### src/source/sdram_pkg.sv
/* Single 4M x 16 SDRAM, 4 banks, 12 row and 8 column bits, one rank.
   Timing fields count clk cycles and must each be at least 1.
   Closed page only, so tRCD + 2 + tWR must cover tRAS of the device. */
package sdram_pkg;

   // ------------------------------
   // Geometry
   // ------------------------------
   localparam int APP_AW = 21;   // Word address: bank 2, row 12, column 7
   localparam int APP_DW = 32;
   localparam int APP_BW = 4;
   localparam int SDR_DW = 16;   // Device data width
   localparam int SDR_BW = 2;    // One DQM per byte lane
   localparam int ROW_W  = 12;
   localparam int COL_W  = 8;
   localparam int BA_W   = 2;

   // ------------------------------
   // Fixed timing
   // ------------------------------
   localparam int INIT_WAIT      = 200;  // Power-up wait with cke low
   localparam int INIT_REFRESHES = 2;
   localparam int TMRD           = 2;    // Mode load to next command
   localparam int RFSH_W         = 12;   // Refresh interval counter
   localparam int TIM_W          = 4;    // Runtime timing fields

   // Command encoding {cs_n, ras_n, cas_n, we_n}
   typedef enum logic [3:0] {
      NOP       = 4'b0111,
      ACTIVE    = 4'b0011,
      READ      = 4'b0101,
      WRITE     = 4'b0100,
      PRECHARGE = 4'b0010,
      REFRESH   = 4'b0001,
      LOAD_MODE = 4'b0000
   } sdram_cmd_e;

   // Sequencer states, init walk first
   typedef enum logic [3:0] {
      S_INIT_WAIT,
      S_INIT_PRE,
      S_INIT_REF,
      S_INIT_MODE,
      S_IDLE,
      S_REFRESH,
      S_ACTIVATE,
      S_ACCESS,
      S_RECOVER
   } seq_state_e;

   typedef struct packed {
      logic [TIM_W-1:0]  trp;    // Precharge to activate
      logic [TIM_W-1:0]  trcd;   // Activate to read/write
      logic [TIM_W-1:0]  trcar;  // Refresh to next command
      logic [TIM_W-1:0]  twr;    // Last write beat to precharge
      logic [2:0]        cas;    // CAS latency
      logic [RFSH_W-1:0] rfsh;   // Cycles between refreshes
   } sdram_timing_t;

   typedef struct packed {
      logic [APP_AW-1:0] addr;
      logic              write;    // 1 = write, 0 = read
      logic [APP_DW-1:0] wdata;
      logic [APP_BW-1:0] wr_en_n;  // Active-low byte enables
   } app_req_t;

   typedef struct packed {
      logic              cke;
      sdram_cmd_e        cmd;
      logic [BA_W-1:0]   ba;
      logic [ROW_W-1:0]  addr;
      logic [SDR_BW-1:0] dqm;
   } sdram_pins_t;

   typedef struct packed {
      logic [BA_W-1:0]  ba;
      logic [ROW_W-1:0] row;
      logic [COL_W-1:0] col;  // Even column, beat 0
   } beat_addr_t;

endpackage

### src/source/sdram_cmd_seq.sv
/* Command FSM for one device, one request in flight, closed page.
   Timing fields must be at least 1; cas up to 7. Refresh wins in idle.
   Pins are registered; DQM and write data follow the beat register. */
`timescale 1ns/1ps

module sdram_cmd_seq (
   input  logic                          clk,
   input  logic                          reset,
   input  sdram_pkg::sdram_timing_t      timing,
   input  logic                          init_start,
   input  logic                          refresh_due,
   input  logic                          req_valid,
   input  logic                          req_write,
   input  sdram_pkg::beat_addr_t         beat_addr,
   input  logic [sdram_pkg::SDR_DW-1:0]  wr_data,
   input  logic [sdram_pkg::SDR_BW-1:0]  wr_dqm,
   output logic                          refresh_ack,
   output logic                          take_req,
   output logic                          wr_beat,
   output logic                          rd_beat,
   output logic                          init_done,
   output sdram_pkg::sdram_pins_t        pins,
   output logic [sdram_pkg::SDR_DW-1:0]  sdr_dout,
   output logic [sdram_pkg::SDR_BW-1:0]  sdr_den_n
);
   import sdram_pkg::*;

   seq_state_e       state;
   sdram_cmd_e       cmd_q;      // Command on the pins
   logic             cke_q;
   logic [BA_W-1:0]  ba_q;
   logic [ROW_W-1:0] addr_q;
   logic [TIM_W:0]   cnt;        // Shared wait counter, one extra bit for sums
   logic             cnt_done;
   logic [1:0]       ref_cnt;    // Init refreshes issued
   logic [1:0]       wr_sh;      // Write beat slots
   logic [9:0]       rd_sh;      // Read beat slots, covers cas 7
   logic [ROW_W-1:0] mode_word;
   logic [ROW_W-1:0] col_addr;

   assign cnt_done = (cnt == '0);

   // BL field 1 (two beats), sequential, write burst on
   assign mode_word = {5'b0, timing.cas, 1'b0, 3'b001};
   assign col_addr  = {1'b0, 1'b1, 2'b00, beat_addr.col};  // A10 = auto precharge

   // ------------------------------
   // Strobes to the other blocks
   // ------------------------------
   assign refresh_ack = (state == S_IDLE) && refresh_due;
   assign take_req    = (state == S_IDLE) && !refresh_due && req_valid;
   assign wr_beat     = wr_sh[0];
   assign rd_beat     = rd_sh[0];

   // ------------------------------
   // Pin and data outputs
   // ------------------------------
   assign pins = '{cke:  cke_q,
                   cmd:  cmd_q,
                   ba:   ba_q,
                   addr: addr_q,
                   dqm:  wr_beat ? wr_dqm : {SDR_BW{1'b0}}};  // Reads unmasked
   assign sdr_dout  = wr_data;
   assign sdr_den_n = {SDR_BW{!wr_beat}};  // Drive only in beat cycles

   always_ff @(posedge clk) begin
      if (reset) begin
         state     <= S_INIT_WAIT;
         cmd_q     <= NOP;
         cke_q     <= 1'b0;
         ba_q      <= '0;
         addr_q    <= '0;
         cnt       <= '0;
         ref_cnt   <= '0;
         wr_sh     <= '0;
         rd_sh     <= '0;
         init_done <= 1'b0;
      end else begin
         // Defaults: NOP, beats shift out, counter runs down
         cmd_q <= NOP;
         wr_sh <= {1'b0, wr_sh[1]};
         rd_sh <= rd_sh >> 1;
         if (!cnt_done)
            cnt <= cnt - 1'b1;

         case (state)
            S_INIT_WAIT: begin
               if (init_start) begin
                  cke_q <= 1'b1;         // One NOP cycle with cke high
                  cnt   <= '0;
                  state <= S_INIT_PRE;
               end
            end
            S_INIT_PRE: begin
               if (cnt_done) begin
                  cmd_q   <= PRECHARGE;
                  addr_q  <= 12'h400;    // All banks
                  cnt     <= {1'b0, timing.trp} - 1'b1;
                  ref_cnt <= '0;
                  state   <= S_INIT_REF;
               end
            end
            S_INIT_REF: begin
               if (cnt_done) begin
                  cmd_q   <= REFRESH;
                  cnt     <= {1'b0, timing.trcar} - 1'b1;
                  ref_cnt <= ref_cnt + 1'b1;
                  if (ref_cnt == 2'(INIT_REFRESHES - 1))
                     state <= S_INIT_MODE;
               end
            end
            S_INIT_MODE: begin
               if (cnt_done) begin
                  cmd_q  <= LOAD_MODE;
                  ba_q   <= '0;
                  addr_q <= mode_word;
                  cnt    <= (TIM_W+1)'(TMRD - 1);
                  state  <= S_RECOVER;   // Init done after tMRD
               end
            end
            S_IDLE: begin
               if (refresh_due) begin
                  cmd_q <= REFRESH;
                  cnt   <= {1'b0, timing.trcar} - 1'b1;
                  state <= S_REFRESH;
               end else if (req_valid) begin
                  state <= S_ACTIVATE;   // Word path latches this cycle
               end
            end
            S_REFRESH: begin
               if (cnt_done)
                  state <= S_IDLE;
            end
            S_ACTIVATE: begin
               cmd_q  <= ACTIVE;
               ba_q   <= beat_addr.ba;
               addr_q <= beat_addr.row;
               cnt    <= {1'b0, timing.trcd} - 1'b1;
               state  <= S_ACCESS;
            end
            S_ACCESS: begin
               if (cnt_done) begin
                  addr_q <= col_addr;
                  if (req_write) begin
                     cmd_q <= WRITE;
                     wr_sh <= 2'b11;     // Beat 0 with the command, beat 1 next
                     cnt   <= {1'b0, timing.twr} + {1'b0, timing.trp};
                  end else begin
                     cmd_q <= READ;
                     // Data at cas and cas+1, plus the input register
                     rd_sh <= 10'b11 << ({1'b0, timing.cas} + 4'd1);
                     cnt   <= {2'b00, timing.cas} + {1'b0, timing.trp} + 5'd2;
                  end
                  state <= S_RECOVER;
               end
            end
            S_RECOVER: begin
               if (cnt_done) begin
                  init_done <= 1'b1;     // First exit ends init, then stays high
                  state     <= S_IDLE;
               end
            end
            default: state <= S_IDLE;
         endcase
      end
   end

endmodule

### src/source/sdram_ctrl_top.sv
/* SDRAM controller top: one 4M x 16 device behind a 32-bit word port.
   Read data is registered once on clk, so board delay must fit one cycle. */
`timescale 1ns/1ps

module sdram_ctrl_top (
   input  logic                          clk,
   input  logic                          reset,
   input  logic                          app_req,
   input  sdram_pkg::app_req_t           app_req_data,
   output logic                          app_req_ack,
   output logic [sdram_pkg::APP_DW-1:0]  app_rd_data,
   output logic                          app_rd_valid,
   output logic                          sdr_init_done,
   input  sdram_pkg::sdram_timing_t      cfg_timing,
   output sdram_pkg::sdram_pins_t        sdr_pins,
   input  logic [sdram_pkg::SDR_DW-1:0]  sdr_din,
   output logic [sdram_pkg::SDR_DW-1:0]  sdr_dout,
   output logic [sdram_pkg::SDR_BW-1:0]  sdr_den_n
);
   import sdram_pkg::*;

   logic              init_start, refresh_due, refresh_ack;
   logic              req_valid, req_write, take_req;
   logic              wr_beat, rd_beat;
   beat_addr_t        beat_addr;
   logic [SDR_DW-1:0] wr_data;
   logic [SDR_BW-1:0] wr_dqm;
   logic [SDR_DW-1:0] din_q;  // Read data input register

   assign app_req_ack = take_req;  // Ack is the accept cycle

   always_ff @(posedge clk) begin
      din_q <= sdr_din;
   end

   // ------------------------------
   sdram_maint_sched u_maint (
      .clk, .reset, .timing(cfg_timing), .init_done(sdr_init_done),
      .refresh_ack, .init_start, .refresh_due);

   sdram_word_path u_word (
      .clk, .reset, .app_req, .app_req_data, .take_req, .wr_beat, .rd_beat,
      .sdr_din(din_q), .req_valid, .req_write, .beat_addr, .wr_data, .wr_dqm,
      .app_rd_data, .app_rd_valid);

   sdram_cmd_seq u_seq (
      .clk, .reset, .timing(cfg_timing), .init_start, .refresh_due,
      .req_valid, .req_write, .beat_addr, .wr_data, .wr_dqm,
      .refresh_ack, .take_req, .wr_beat, .rd_beat, .init_done(sdr_init_done),
      .pins(sdr_pins), .sdr_dout, .sdr_den_n);

endmodule

### src/source/sdram_maint_sched.sv
/* Power-up wait and periodic refresh request for the command sequencer.
   Refresh interval restarts on each refresh_ack; a late ack stretches it. */
`timescale 1ns/1ps

module sdram_maint_sched (
   input  logic                     clk,
   input  logic                     reset,
   input  sdram_pkg::sdram_timing_t timing,
   input  logic                     init_done,
   input  logic                     refresh_ack,
   output logic                     init_start,
   output logic                     refresh_due
);
   import sdram_pkg::*;

   logic [$clog2(INIT_WAIT)-1:0] wait_cnt;   // Power-up cycle count
   logic                         wait_over;  // Wait already finished
   logic [RFSH_W-1:0]            rfsh_cnt;   // Down counter to next refresh

   // ------------------------------
   // Power-up wait, runs once
   // ------------------------------
   always_ff @(posedge clk) begin
      if (reset) begin
         wait_cnt   <= '0;
         wait_over  <= 1'b0;
         init_start <= 1'b0;
      end else begin
         init_start <= 1'b0;
         if (!wait_over) begin
            if (wait_cnt == ($clog2(INIT_WAIT))'(INIT_WAIT - 1)) begin
               wait_over  <= 1'b1;
               init_start <= 1'b1;  // Single pulse
            end else begin
               wait_cnt <= wait_cnt + 1'b1;
            end
         end
      end
   end

   // ------------------------------
   // Refresh interval
   // ------------------------------
   always_ff @(posedge clk) begin
      if (reset) begin
         rfsh_cnt    <= '0;
         refresh_due <= 1'b0;
      end else begin
         if (!init_done || refresh_ack)
            rfsh_cnt <= timing.rfsh;           // Held until init, reload on ack
         else if (rfsh_cnt != '0)
            rfsh_cnt <= rfsh_cnt - 1'b1;
         if (refresh_ack)
            refresh_due <= 1'b0;               // Ack wins over a new expiry
         else if (init_done && rfsh_cnt == '0)
            refresh_due <= 1'b1;
      end
   end

endmodule

### src/source/sdram_word_path.sv
/* Word side of the controller: one 32-bit word is two 16-bit beats,
   low half first at the even column. One request is held at a time,
   and read data is never back-pressured. */
`timescale 1ns/1ps

module sdram_word_path (
   input  logic                          clk,
   input  logic                          reset,
   input  logic                          app_req,
   input  sdram_pkg::app_req_t           app_req_data,
   input  logic                          take_req,
   input  logic                          wr_beat,
   input  logic                          rd_beat,
   input  logic [sdram_pkg::SDR_DW-1:0]  sdr_din,
   output logic                          req_valid,
   output logic                          req_write,
   output sdram_pkg::beat_addr_t         beat_addr,
   output logic [sdram_pkg::SDR_DW-1:0]  wr_data,
   output logic [sdram_pkg::SDR_BW-1:0]  wr_dqm,
   output logic [sdram_pkg::APP_DW-1:0]  app_rd_data,
   output logic                          app_rd_valid
);
   import sdram_pkg::*;

   app_req_t          req_q;     // Accepted request, payload only
   logic              wr_hi;     // Second write beat selected
   logic              rd_hi;     // Next read beat is the high half
   logic [SDR_DW-1:0] rd_lo_q;   // First read beat

   // Request level goes straight to the sequencer
   assign req_valid = app_req;
   assign req_write = req_q.write;

   // ------------------------------
   // Address split
   // ------------------------------
   // Top bits bank, then row, word column shifted up one for the beat
   assign beat_addr.ba  = req_q.addr[APP_AW-1 -: BA_W];
   assign beat_addr.row = req_q.addr[APP_AW-BA_W-1 -: ROW_W];
   assign beat_addr.col = {req_q.addr[COL_W-2:0], 1'b0};

   // Current write half and its byte masks
   assign wr_data = wr_hi ? req_q.wdata[APP_DW-1:SDR_DW] : req_q.wdata[SDR_DW-1:0];
   assign wr_dqm  = wr_hi ? req_q.wr_en_n[APP_BW-1:SDR_BW] : req_q.wr_en_n[SDR_BW-1:0];

   always_ff @(posedge clk) begin
      if (take_req)
         req_q <= app_req_data;  // Sampled in the ack cycle
   end

   always_ff @(posedge clk) begin
      if (reset)
         wr_hi <= 1'b0;
      else if (take_req)
         wr_hi <= 1'b0;
      else if (wr_beat)
         wr_hi <= 1'b1;          // Advance after beat 0
   end

   // ------------------------------
   // Read repack
   // ------------------------------
   always_ff @(posedge clk) begin
      if (reset) begin
         rd_hi        <= 1'b0;
         app_rd_valid <= 1'b0;
      end else begin
         app_rd_valid <= rd_beat && rd_hi;  // One cycle after beat 1
         if (rd_beat)
            rd_hi <= !rd_hi;
      end
   end

   always_ff @(posedge clk) begin
      if (rd_beat && !rd_hi)
         rd_lo_q <= sdr_din;
      if (rd_beat && rd_hi)
         app_rd_data <= {sdr_din, rd_lo_q};
   end

endmodule

### config.mk
export PLATFORM = sky130hd
export DESIGN_NAME = sdram_ctrl_top
export DESIGN_NICKNAME = d
export VERILOG_FILES = /design/src/source/sdram_pkg.sv /design/src/source/sdram_cmd_seq.sv /design/src/source/sdram_ctrl_top.sv /design/src/source/sdram_maint_sched.sv /design/src/source/sdram_word_path.sv
export SDC_FILE = /design/constraint.sdc
export NUM_CORES = 1
export LEC_CHECK = 0
export ABC_AREA = 1
export BUFFER_PORTS_ARGS = -buffer_cell sky130_fd_sc_hd__buf_2
export CAP_MARGIN = 20
export CORE_MARGIN = 4
export CORE_UTILIZATION = 58
export CTS_BUF_LIST = sky130_fd_sc_hd__clkbuf_16
export CTS_CLUSTER_DIAMETER = 150
export CTS_CLUSTER_SIZE = 10
export DETAILED_ROUTE_END_ITERATION = 10
export HOLD_SLACK_MARGIN = 0.05
export PLACE_DENSITY = 0.95
export SLEW_MARGIN = 20
export SYNTH_ARGS = -nofsm -noshare
export SYNTH_HDL_FRONTEND = slang
export SYNTH_SLANG_ARGS = --single-unit
### constraint.sdc
create_clock -name clk -period 10.6 [get_ports clk]
set_clock_uncertainty 0.15 [all_clocks]
set_input_delay 0.53 -clock clk [delete_from_list [all_inputs] [get_ports clk]]
set_output_delay 0.53 -clock clk [all_outputs]
set_load 0.03 [all_outputs]
==> results.toml, run 1 <==
[detailed_routing]
first_pass_iters = 5
routed_wl_mm = 18.1
vias = 6252
wl_per_cell_um = 15.6
drc_errors = 0
postRouteAntennaNets = 0
drtIter0Drc = 474
routed_via_density = 5.37

[grt]
antenna_found_initial = 0
top_usage_layer = "met2"
grt-ovfl-total = 0
met1_usage_pct = 28.6
grt_pass1_vias = 6015
grt_usage_pct = 23.6
grt_pass1_wl_mm = 27.9
gr-usage-met2_pct = 39.4
gr-usage-met3_pct = 6.68
grt_max_degree = 49

[final_layout]
final_cell_mix = "buf_2 (180), nand2_1 (162), edfxtp_1 (106)"
n_antenna_cell = 0
drive_gt1_share_pct = 25.0
mostFrequentLayoutCell = "buf_2"
syn_to_final_growth_pct = 22.3
utilization_pct = 72.4
num-nets-final = 1106
fin_area_um2 = 9550

[pwr]
power_density_nw_per_um2 = 208
peakVddDrop_mv = 0.164
leakage_nw = 4.15

[clock_tree]
post_cts_buffers = 0
root_buffer = "clkbuf_16"
cts_tree = "done"
cts_max_path_buffers = 2
cts_buffers = 17
clock_latency_ps = 430
clk_transition_reported_paths_ps = 70
cts_sinks = 190
cts-htree-levels = 4
cts_resized = 0

[worst_setup_path]
end_kind = "output pin"
cp.required_ps = 9920
worst_ep_arrival_time_ps = 2390
cp_common_cell = "nor2_1"
critical_path.slowest_cell = "dfxtp_1"
critPathMaxStageDelay_ps = 780
critical_path.top_delay_family = "buffers and inverters"
worstSetupPathType = "flop to output pin"
cp-start-kind = "flop"
crit_buf_inv = 2
reg2reg_slack_ps = 7920
path_cells = "clkinv_1 > nor2_1 > nor2_1 > buf_2"
crit_fanout = 20

[sta]
fin_crit_ps = 3070
hold_viol = 0
timing.slew.headroom_pct = 31.6
finalCritPeriodShare_pct = 29.0
report.final.slew_viol_count = 0
fin_setup_tns_ps = 0
timing.fmax_mhz = 326
max_slew.worst_pin.slew_ps = 1020
setup_viol = 0
rsz0062_at_grt = "false"

[yosys]
synth_edf_count = 106
synth_cell_type_count = 46
synth_top_family_by_area = "simple AND/OR/NAND/NOR gates"
synth_compound_area_share_pct = 8.59
synth.yosys.seq_area_share_pct = 62.3
synth_cells = 781
synth.cell_area_um2 = 7800
avgSynthCellArea_um2 = 9.99
synthArstFlopShare_pct = 0
ys_warn_count = 0
synthMuxAreaShare_pct = 0.128
ys.flop_type = "edfxtp_1"
synth-seq-cells = 190
synth-simple-area-share_pct = 18.5
synth_fa_ha_area_share_pct = 3.72
synth_fp_nets = 911
synthXorXnorAreaFrac_pct = 1.23

[floorplanning]
core_area_um2 = 13200
die_w_um = 124
die_area_um2 = 15400
start_util_pct = 59.2
rows = 42
dieHeight_um = 124
pin_count = 182

[status]
status = "finished clean"

[placed_design]
place_area_um2 = 8830
port_buffers = 180
dpl.hpwl_mm = 12.8
place_congestion = 0.942

[hold_path]
hp-class = "primary input to flop"

[run]
drv_cap = 0
[what timing repair did]
action                                  4_1_cts  5_1_grt
endpoints found under the setup margin        0        0
hold endpoints to repair                     12        3
hold buffers                                 12        3
[per-stage QoR]
stage	setup slack, ps	hold WS [ps]	total power [W]	cells
floorplan	6340	250	0.00125	781
global placement	7870	250	0.00136	1118
detailed placement	7840	255	0.00137	1118
CTS	7490	52.1	0.00198	1162
global route	7320	63.9	0.00209	1165
finish	7530	86.5	0.00199	1165
[cell usage after synthesis, types with 2 or more instances]
| master | number | area share (%) |
|---|---|---|
| o211ai_1 | 4 | 0.38 |
| or2_2 | 3 | 0.24 |
| inv_2 | 11 | 0.53 |
| a21oi_1 | 47 | 3.0 |
| buf_6 | 2 | 0.29 |
| nand4_1 | 5 | 0.40 |
| a22o_1 | 5 | 0.56 |
| o21ai_0 | 26 | 1.7 |
| a221oi_1 | 2 | 0.22 |
| xnor2_1 | 5 | 0.56 |
| nor3_1 | 16 | 1.0 |
| edfxtp_1 | 106 | 41 |
| ha_1 | 20 | 3.2 |
| clkbuf_1 | 11 | 0.53 |
| nand2_1 | 162 | 7.8 |
| o21a_1 | 2 | 0.19 |
| o21ai_1 | 18 | 1.2 |
| buf_4 | 6 | 0.58 |
| and3_1 | 3 | 0.24 |
| a211oi_1 | 3 | 0.29 |
| buf_2 | 4 | 0.26 |
| nor4_1 | 2 | 0.16 |
| xor2_1 | 6 | 0.67 |
| fa_1 | 2 | 0.51 |
| o22ai_1 | 2 | 0.16 |
| nand2_2 | 9 | 0.72 |
| nor2_2 | 3 | 0.24 |
| nor2_1 | 77 | 3.7 |
| nor2_4 | 2 | 0.29 |
| inv_1 | 65 | 3.1 |
| nand3_1 | 51 | 3.3 |
| a31oi_1 | 4 | 0.32 |
| dfxtp_1 | 84 | 22 |
[power by group]
part | internal [W] | total [W] | switching, W
registers | 0.000845 | 0.000883 | 0.0000376
logic | 0.000154 | 0.000497 | 0.000343
clock network | 0.000327 | 0.000608 | 0.000281
[routing by layer]
layer	routed length (um)	part of all wire, %
met3	1490	8.2
met5	0	0
met4	444	2.4
met1	7120	39
met2	9090	50
[registers in the layout (all words and copies together) (netlist names), 4 cells and up]
register and count:
u_maint.rfsh_cnt 12, u_seq.rd_sh 10, u_word.app_rd_data 32, din_q 16, u_word.beat_addr 21, u_seq.addr_q 12
u_word.rd_lo_q 16, u_seq.state 4, u_maint.wait_cnt 8, u_word.req_q 36, u_seq.cnt 5
[layout make-up]
type | count | area [um^2]
clock inverter | 15 | 138
inverter | 78 | 294
sequential | 190 | 4860
tap | 176 | 220
multi-input combinational | 490 | 2520
clock buffer | 17 | 425
timing repair buffer | 199 | 1080
fill | 921 | 3640
[worst register-to-register path, delay by kind of cell (launching register included)]
kind            cells  cell delay (ps)
flops               1              330
fa+ha+maj           2              800
simple gates        5              950
compound gates      2              230
buf+inv             1               90
[kinds of logic (layout without fill, tap and decap cells)]
logic type,Yosys count,after routing
flops,190,190
xor+xnor,11,11
compound gates,118,118
buf+inv,101,309
simple gates,337,337
fa+ha+maj,22,22
other cells,1,1
mux,1,1
[path summary, 6_finish.rpt]
path | endpoint | start | cells past startpoint
worst max-delay path | sdr_pins[1] | u_word.wr_hi | 4
worst min-delay path | din_q[4] | sdr_din[4] | 1
worst max register to register | u_seq.cnt[0] | u_seq.cnt[0] | 10
worst min register to register | u_word.app_rd_data[11] | u_word.rd_lo_q[11] | 0
No activity file was read; power rests on OpenSTA's default activity.
==> run 2: changes to the inputs <==
--- a/config.mk
+++ b/config.mk
@@ -9,13 +9,13 @@
 export BUFFER_PORTS_ARGS = -buffer_cell sky130_fd_sc_hd__buf_2
 export CAP_MARGIN = 20
 export CORE_MARGIN = 4
-export CORE_UTILIZATION = 58
+export CORE_UTILIZATION = 48
 export CTS_BUF_LIST = sky130_fd_sc_hd__clkbuf_16
 export CTS_CLUSTER_DIAMETER = 150
 export CTS_CLUSTER_SIZE = 10
 export DETAILED_ROUTE_END_ITERATION = 10
 export HOLD_SLACK_MARGIN = 0.05
-export PLACE_DENSITY = 0.95
+export PLACE_DENSITY = 0.86
 export SLEW_MARGIN = 20
 export SYNTH_ARGS = -nofsm -noshare
 export SYNTH_HDL_FRONTEND = slang
==> constraint.sdc (replaced) <==
create_clock -name clk -period 2.5 [get_ports clk]
set_clock_uncertainty 0.15 [all_clocks]
set_input_delay 0.125 -clock clk [delete_from_list [all_inputs] [get_ports clk]]
set_output_delay 0.125 -clock clk [all_outputs]
set_load 0.03 [all_outputs]
==> results.toml, run 2 (same netlist as run 1, synthesis figures left out) <==
[placed_design]
place_congestion = 0.957
place_area_um2 = 8970
dpl.hpwl_mm = 13.1
port_buffers = 180

[final_layout]
fin_area_um2 = 10500
syn_to_final_growth_pct = 34.9
num-nets-final = 1194
largest_reg_flops = 36
fill_cells = 1196
regMostFlops = "u_word.req_q"
final_cell_mix = "buf_2 (179), nand2_1 (162), edfxtp_1 (106)"
mostFrequentLayoutCell = "buf_2"
n_antenna_cell = 0
drive_gt1_share_pct = 24.0

[sta]
rsz0062_at_grt = "false"
fin_crit_ps = 2360
fin_setup_tns_ps = 0
timing.fmax_mhz = 423
setup_viol = 0
max_slew.worst_pin.slew_ps = 578
report.final.slew_viol_count = 0
timing.slew.headroom_pct = 61.3
finalCritPeriodShare_pct = 94.5
hold_viol = 0

[worst_setup_path]
crit_buf_inv = 3
r2r-start = "u_seq.cnt[0]"
worstSetupPathType = "flop to output pin"
path_cells = "inv_2 > nand2_1 > nor2_2 > nand2_1 > nor2_4 > buf_12 > buf_2"
end_kind = "output pin"
critical_path.slowest_cell = "dfxtp_1"
worst_ep_arrival_time_ps = 2090
critPathMaxStageDelay_ps = 370
setup.worst_path.start = "u_seq.state[0]"
reg2reg_slack_ps = 250
r2r_cells = 10
cp_common_cell = "nand2_1"
crit_fanout = 24
cp.required_ps = 2230
regToRegEndpoint = "u_seq.addr_q[2]"
critical_path.top_delay_family = "simple AND/OR/NAND/NOR gates"
cp-start-kind = "flop"

[floorplanning]
start_util_pct = 49.1
die_area_um2 = 18400
pin_count = 182
core_area_um2 = 15900
die_w_um = 136
rows = 46
dieHeight_um = 136

[detailed_routing]
postRouteAntennaNets = 0
wl_per_cell_um = 15.8
routed_wl_mm = 20.4
first_pass_iters = 5
vias = 6504
drtIter0Drc = 485
routed_via_density = 5.03
drc_errors = 0

[clock_tree]
clk_transition_reported_paths_ps = 80
cts_max_path_buffers = 2
clock_latency_ps = 430
cts_sinks = 190
root_buffer = "clkbuf_16"
cts_buffers = 17
cts-htree-levels = 4
cts_tree = "done"

[grt]
grt-ovfl-total = 0
grt_usage_pct = 22.2
grt_pass1_vias = 6550
antenna_found_initial = 0
grt_max_degree = 48
grt_pass1_wl_mm = 32.1

[pwr]
peakVddDrop_mv = 0.570
power_w = 0.00868
internal_power_w = 0.00573
p_clk_share_pct = 30.5
p_seq_share_pct = 43.1
p_sw_share_pct = 34.0
power_density_nw_per_um2 = 824
pwr-share-comb_pct = 26.4
p_switching_w = 0.00295
leakage_nw = 4.58

[hold_path]
hold_depth = 6
hp-class = "primary input to flop"
holdPathEnd = "u_seq.cnt[4]"
min-delay-start = "cfg_timing[25]"

[run]
drv_cap = 0

[status]
status = "finished clean"
==> run 2: changes by cell type in the layout (fill, tap and decap cells not counted), moves of 2 or more <==
| cell | change |
|---|---|
| buf_4 | +6 |
| clkinv_8 | +2 |
| buf_12 | +2 |
| dlygate4sd3_1 | +78 |
| inv_8 | +2 |
| clkinvlp_4 | -6 |
| clkinv_4 | +4 |
==> run 2: how the worst max path moves through the flow <==
stage / end / depth (start not counted) / slack [ps]
final: app_req_ack / 7 / 140
after global routing: app_req_ack / 7 / 10
after CTS: u_seq.cnt[2] / 16 / 80
after detailed placement: u_seq.cnt[2] / 15 / 180
after global placement: u_seq.cnt[2] / 15 / 200
after floorplan: u_word.beat_addr[10] / 5 / 130
==> run 2: timing repair <==
action	in CTS	in global routing
hold endpoints to repair	98	0
buffers inserted	0	0
endpoints found under the setup margin	0	2
gates resized for setup	0	4
hold buffers	94	0
==> run 2: worst register-to-register path, delay by kind of cell, from the launching register on <==
kind	cells	cell delay, ps
and+or+nand+nor	5	660
buffers and inverters	3	520
adders and majority gates	1	210
DFF	1	330
AOI/OAI and AO/OA	1	310
==> run 2: power by group through the flow <==
stage | clock network (W) | registers (W) | logic [W]
after floorplan | 0 | 0.00395 | 0.00135
after global placement | 0 | 0.00379 | 0.00207
after detailed placement | 0 | 0.00380 | 0.00211
after CTS | 0.00269 | 0.00373 | 0.00223
after global routing | 0.00284 | 0.00377 | 0.00254
final | 0.00265 | 0.00374 | 0.00229
==> run 2: final cells by class <==
cell class	instances	area (um^2)	share of cell area (%)
Clock buffer	17	425	4.04
Inverter	78	294	2.79
Multi-Input combinational cell	490	2520	24.0
Sequential cell	190	4860	46.2
Timing Repair Buffer	287	1990	18.9
Tap cell	216	270	2.57
Clock inverter	15	160	1.52
==> run 2: metrics by stage <==
stage	hold WS [ps]	setup slack, ps	utilization [%]	instances
CTS	60.2	80.0	66.1	1292
global route	83.5	11.8	66.3	1293
global placement	77.5	203	56.5	1166
finish	68.0	139	66.3	1293
detailed placement	78.9	179	56.5	1166
floorplan	2.72	132	-	781
==> run 2: per-layer routing <==
layer,routed length [um],global-route usage [%]
met1,8210,27.0
met2,10400,38.7
met3,1430,6.50
met4,302,6.22
met5,0,0
==> run 3: changes to the inputs <==
--- a/config.mk
+++ b/config.mk
@@ -16,6 +16,7 @@
 export DETAILED_ROUTE_END_ITERATION = 10
 export HOLD_SLACK_MARGIN = 0.05
 export PLACE_DENSITY = 0.86
+export RECOVER_POWER = 50
 export SLEW_MARGIN = 20
 export SYNTH_ARGS = -nofsm -noshare
 export SYNTH_HDL_FRONTEND = slang
==> results.toml, run 3 (same netlist as run 1, synthesis figures left out) <==
[sta]
hold_viol = 0
rsz0062_at_grt = "false"
finalCritPeriodShare_pct = 94.3
timing.fmax_mhz = 424
report.final.slew_viol_count = 0
fin_crit_ps = 2360
setup_viol = 0
fin_setup_tns_ps = 0
timing.slew.headroom_pct = 5.92
fin_hold_ws_ps = 70.0
max_slew.worst_pin.slew_ps = 1410

[hold_path]
holdPathEnd = "u_seq.cnt[4]"
hp-class = "primary input to flop"
min-delay-start = "cfg_timing[25]"
hold_depth = 6

[floorplanning]
start_util_pct = 49.1
die_area_um2 = 18400
pin_count = 182
rows = 46
core_area_um2 = 15900
die_w_um = 136
dieHeight_um = 136

[clock_tree]
clk_transition_reported_paths_ps = 80
root_buffer = "clkbuf_16"
cts_tree = "done"
clock_latency_ps = 430
cts_sinks = 190
cts_buffers = 17
cts_max_path_buffers = 2
cts-htree-levels = 4

[pwr]
power_density_nw_per_um2 = 828
peakVddDrop_mv = 0.569
leakage_nw = 4.47
power_w = 0.00867

[worst_setup_path]
reg2reg_slack_ps = 180
setup.worst_path.start = "u_seq.state[0]"
crit_buf_inv = 3
cp_common_cell = "nand2_1"
r2r_cells = 10
regToRegEndpoint = "u_seq.addr_q[9]"
path_cells = "inv_2 > nand2_1 > nor2_2 > nand2_1 > nor2_4 > buf_12 > buf_2"
r2r-start = "u_seq.cnt[0]"
crit_fanout = 24
cp.required_ps = 2230
worst_ep_arrival_time_ps = 2080
critical_path.slowest_cell = "dfxtp_1"
cp-start-kind = "flop"
path_depth = 7
end_kind = "output pin"
critical_path.top_delay_family = "simple AND/OR/NAND/NOR gates"
critPathMaxStageDelay_ps = 370
worstSetupPathType = "flop to output pin"

[detailed_routing]
drtIter0Drc = 496
postRouteAntennaNets = 0
wl_per_cell_um = 15.8
vias = 6504
routed_via_density = 5.03
first_pass_iters = 5
drc_errors = 0
routed_wl_mm = 20.4

[grt]
grt_pass1_wl_mm = 32.1
grt_max_degree = 48
grt_pass1_vias = 6550
grt-ovfl-total = 0
grt_usage_pct = 22.2
antenna_found_initial = 0

[final_layout]
mostFrequentLayoutCell = "nand2_1"
num-nets-final = 1194
n_antenna_cell = 0
fin_area_um2 = 10500
drive_gt1_share_pct = 20.4
regMostFlops = "u_word.req_q"
final_cell_mix = "nand2_1 (162), buf_2 (143), edfxtp_1 (106)"
syn_to_final_growth_pct = 34.2
fill_cells = 1208
largest_reg_flops = 36

[placed_design]
place_congestion = 0.957
dpl.hpwl_mm = 13.1
port_buffers = 180
place_area_um2 = 8970

[status]
status = "finished clean"

[run]
drv_cap = 0
-- run 3: cell types whose count changed in the layout (fill, tap and decap cells not counted), sizes merged --
cell    before  now
buf        192  153
clkbuf      18   57
-- run 3: worst reg2reg max path: stages (launching register included) --
cell	delay, ps
dfxtp_1	330
inv_1	100
ha_1	210
nand3_1	280
buf_12	260
nand2_1	100
nand2_2	90
a21oi_4	310
inv_2	160
nand2_1	90
a21oi_1	60
-- run 3: repair_timing --
| action | in CTS | in global routing |
|---|---|---|
| setup buffers | 0 | 0 |
| endpoints found under the hold margin | 98 | 0 |
| setup endpoints to repair | 0 | 2 |
| hold buffers | 94 | 0 |
| gates resized for setup | 0 | 4 |
-- run 3: routing by layer --
layer / wire [um] / GRT usage (%)
met5: 0 / 0
met4: 300 / 6.22
met3: 1510 / 6.50
met2: 10400 / 38.7
met1: 8150 / 27.0
-- run 3: cell type report --
| type | count | area, um^2 | area share (%) |
|---|---|---|---|
| Timing Repair Buffer | 287 | 1940 | 18.5 |
| Clock buffer | 17 | 425 | 4.06 |
| Tap cell | 216 | 270 | 2.58 |
| Clock inverter | 15 | 160 | 1.53 |
| Inverter | 78 | 294 | 2.81 |
| Multi-Input combinational cell | 490 | 2520 | 24.1 |
| Sequential cell | 190 | 4860 | 46.4 |
-- run 3: worst max path at each step --
stage	end	slack, ps
after floorplan	u_word.beat_addr[10]	130
after global placement	u_seq.cnt[2]	200
after detailed placement	u_seq.cnt[2]	180
after CTS	u_seq.cnt[2]	80
after global routing	u_seq.addr_q[9]	8
final	app_req_ack	140
-- run 3: power by group --
part,switching [W],leakage (nW),internal [W]
clock,0.00130,0.289,0.00134
sequential,0.000158,1.65,0.00358
combinational,0.00149,2.53,0.000792
-- run 3: metrics by stage --
step                      setup WS (ps)  utilization (%)  std cells
after global placement              203             56.5       1166
after global routing               7.83             65.9       1293
final                               143             65.9       1293
after floorplan                     132                -        781
after CTS                          80.0             66.1       1292
after detailed placement            179             56.5       1166
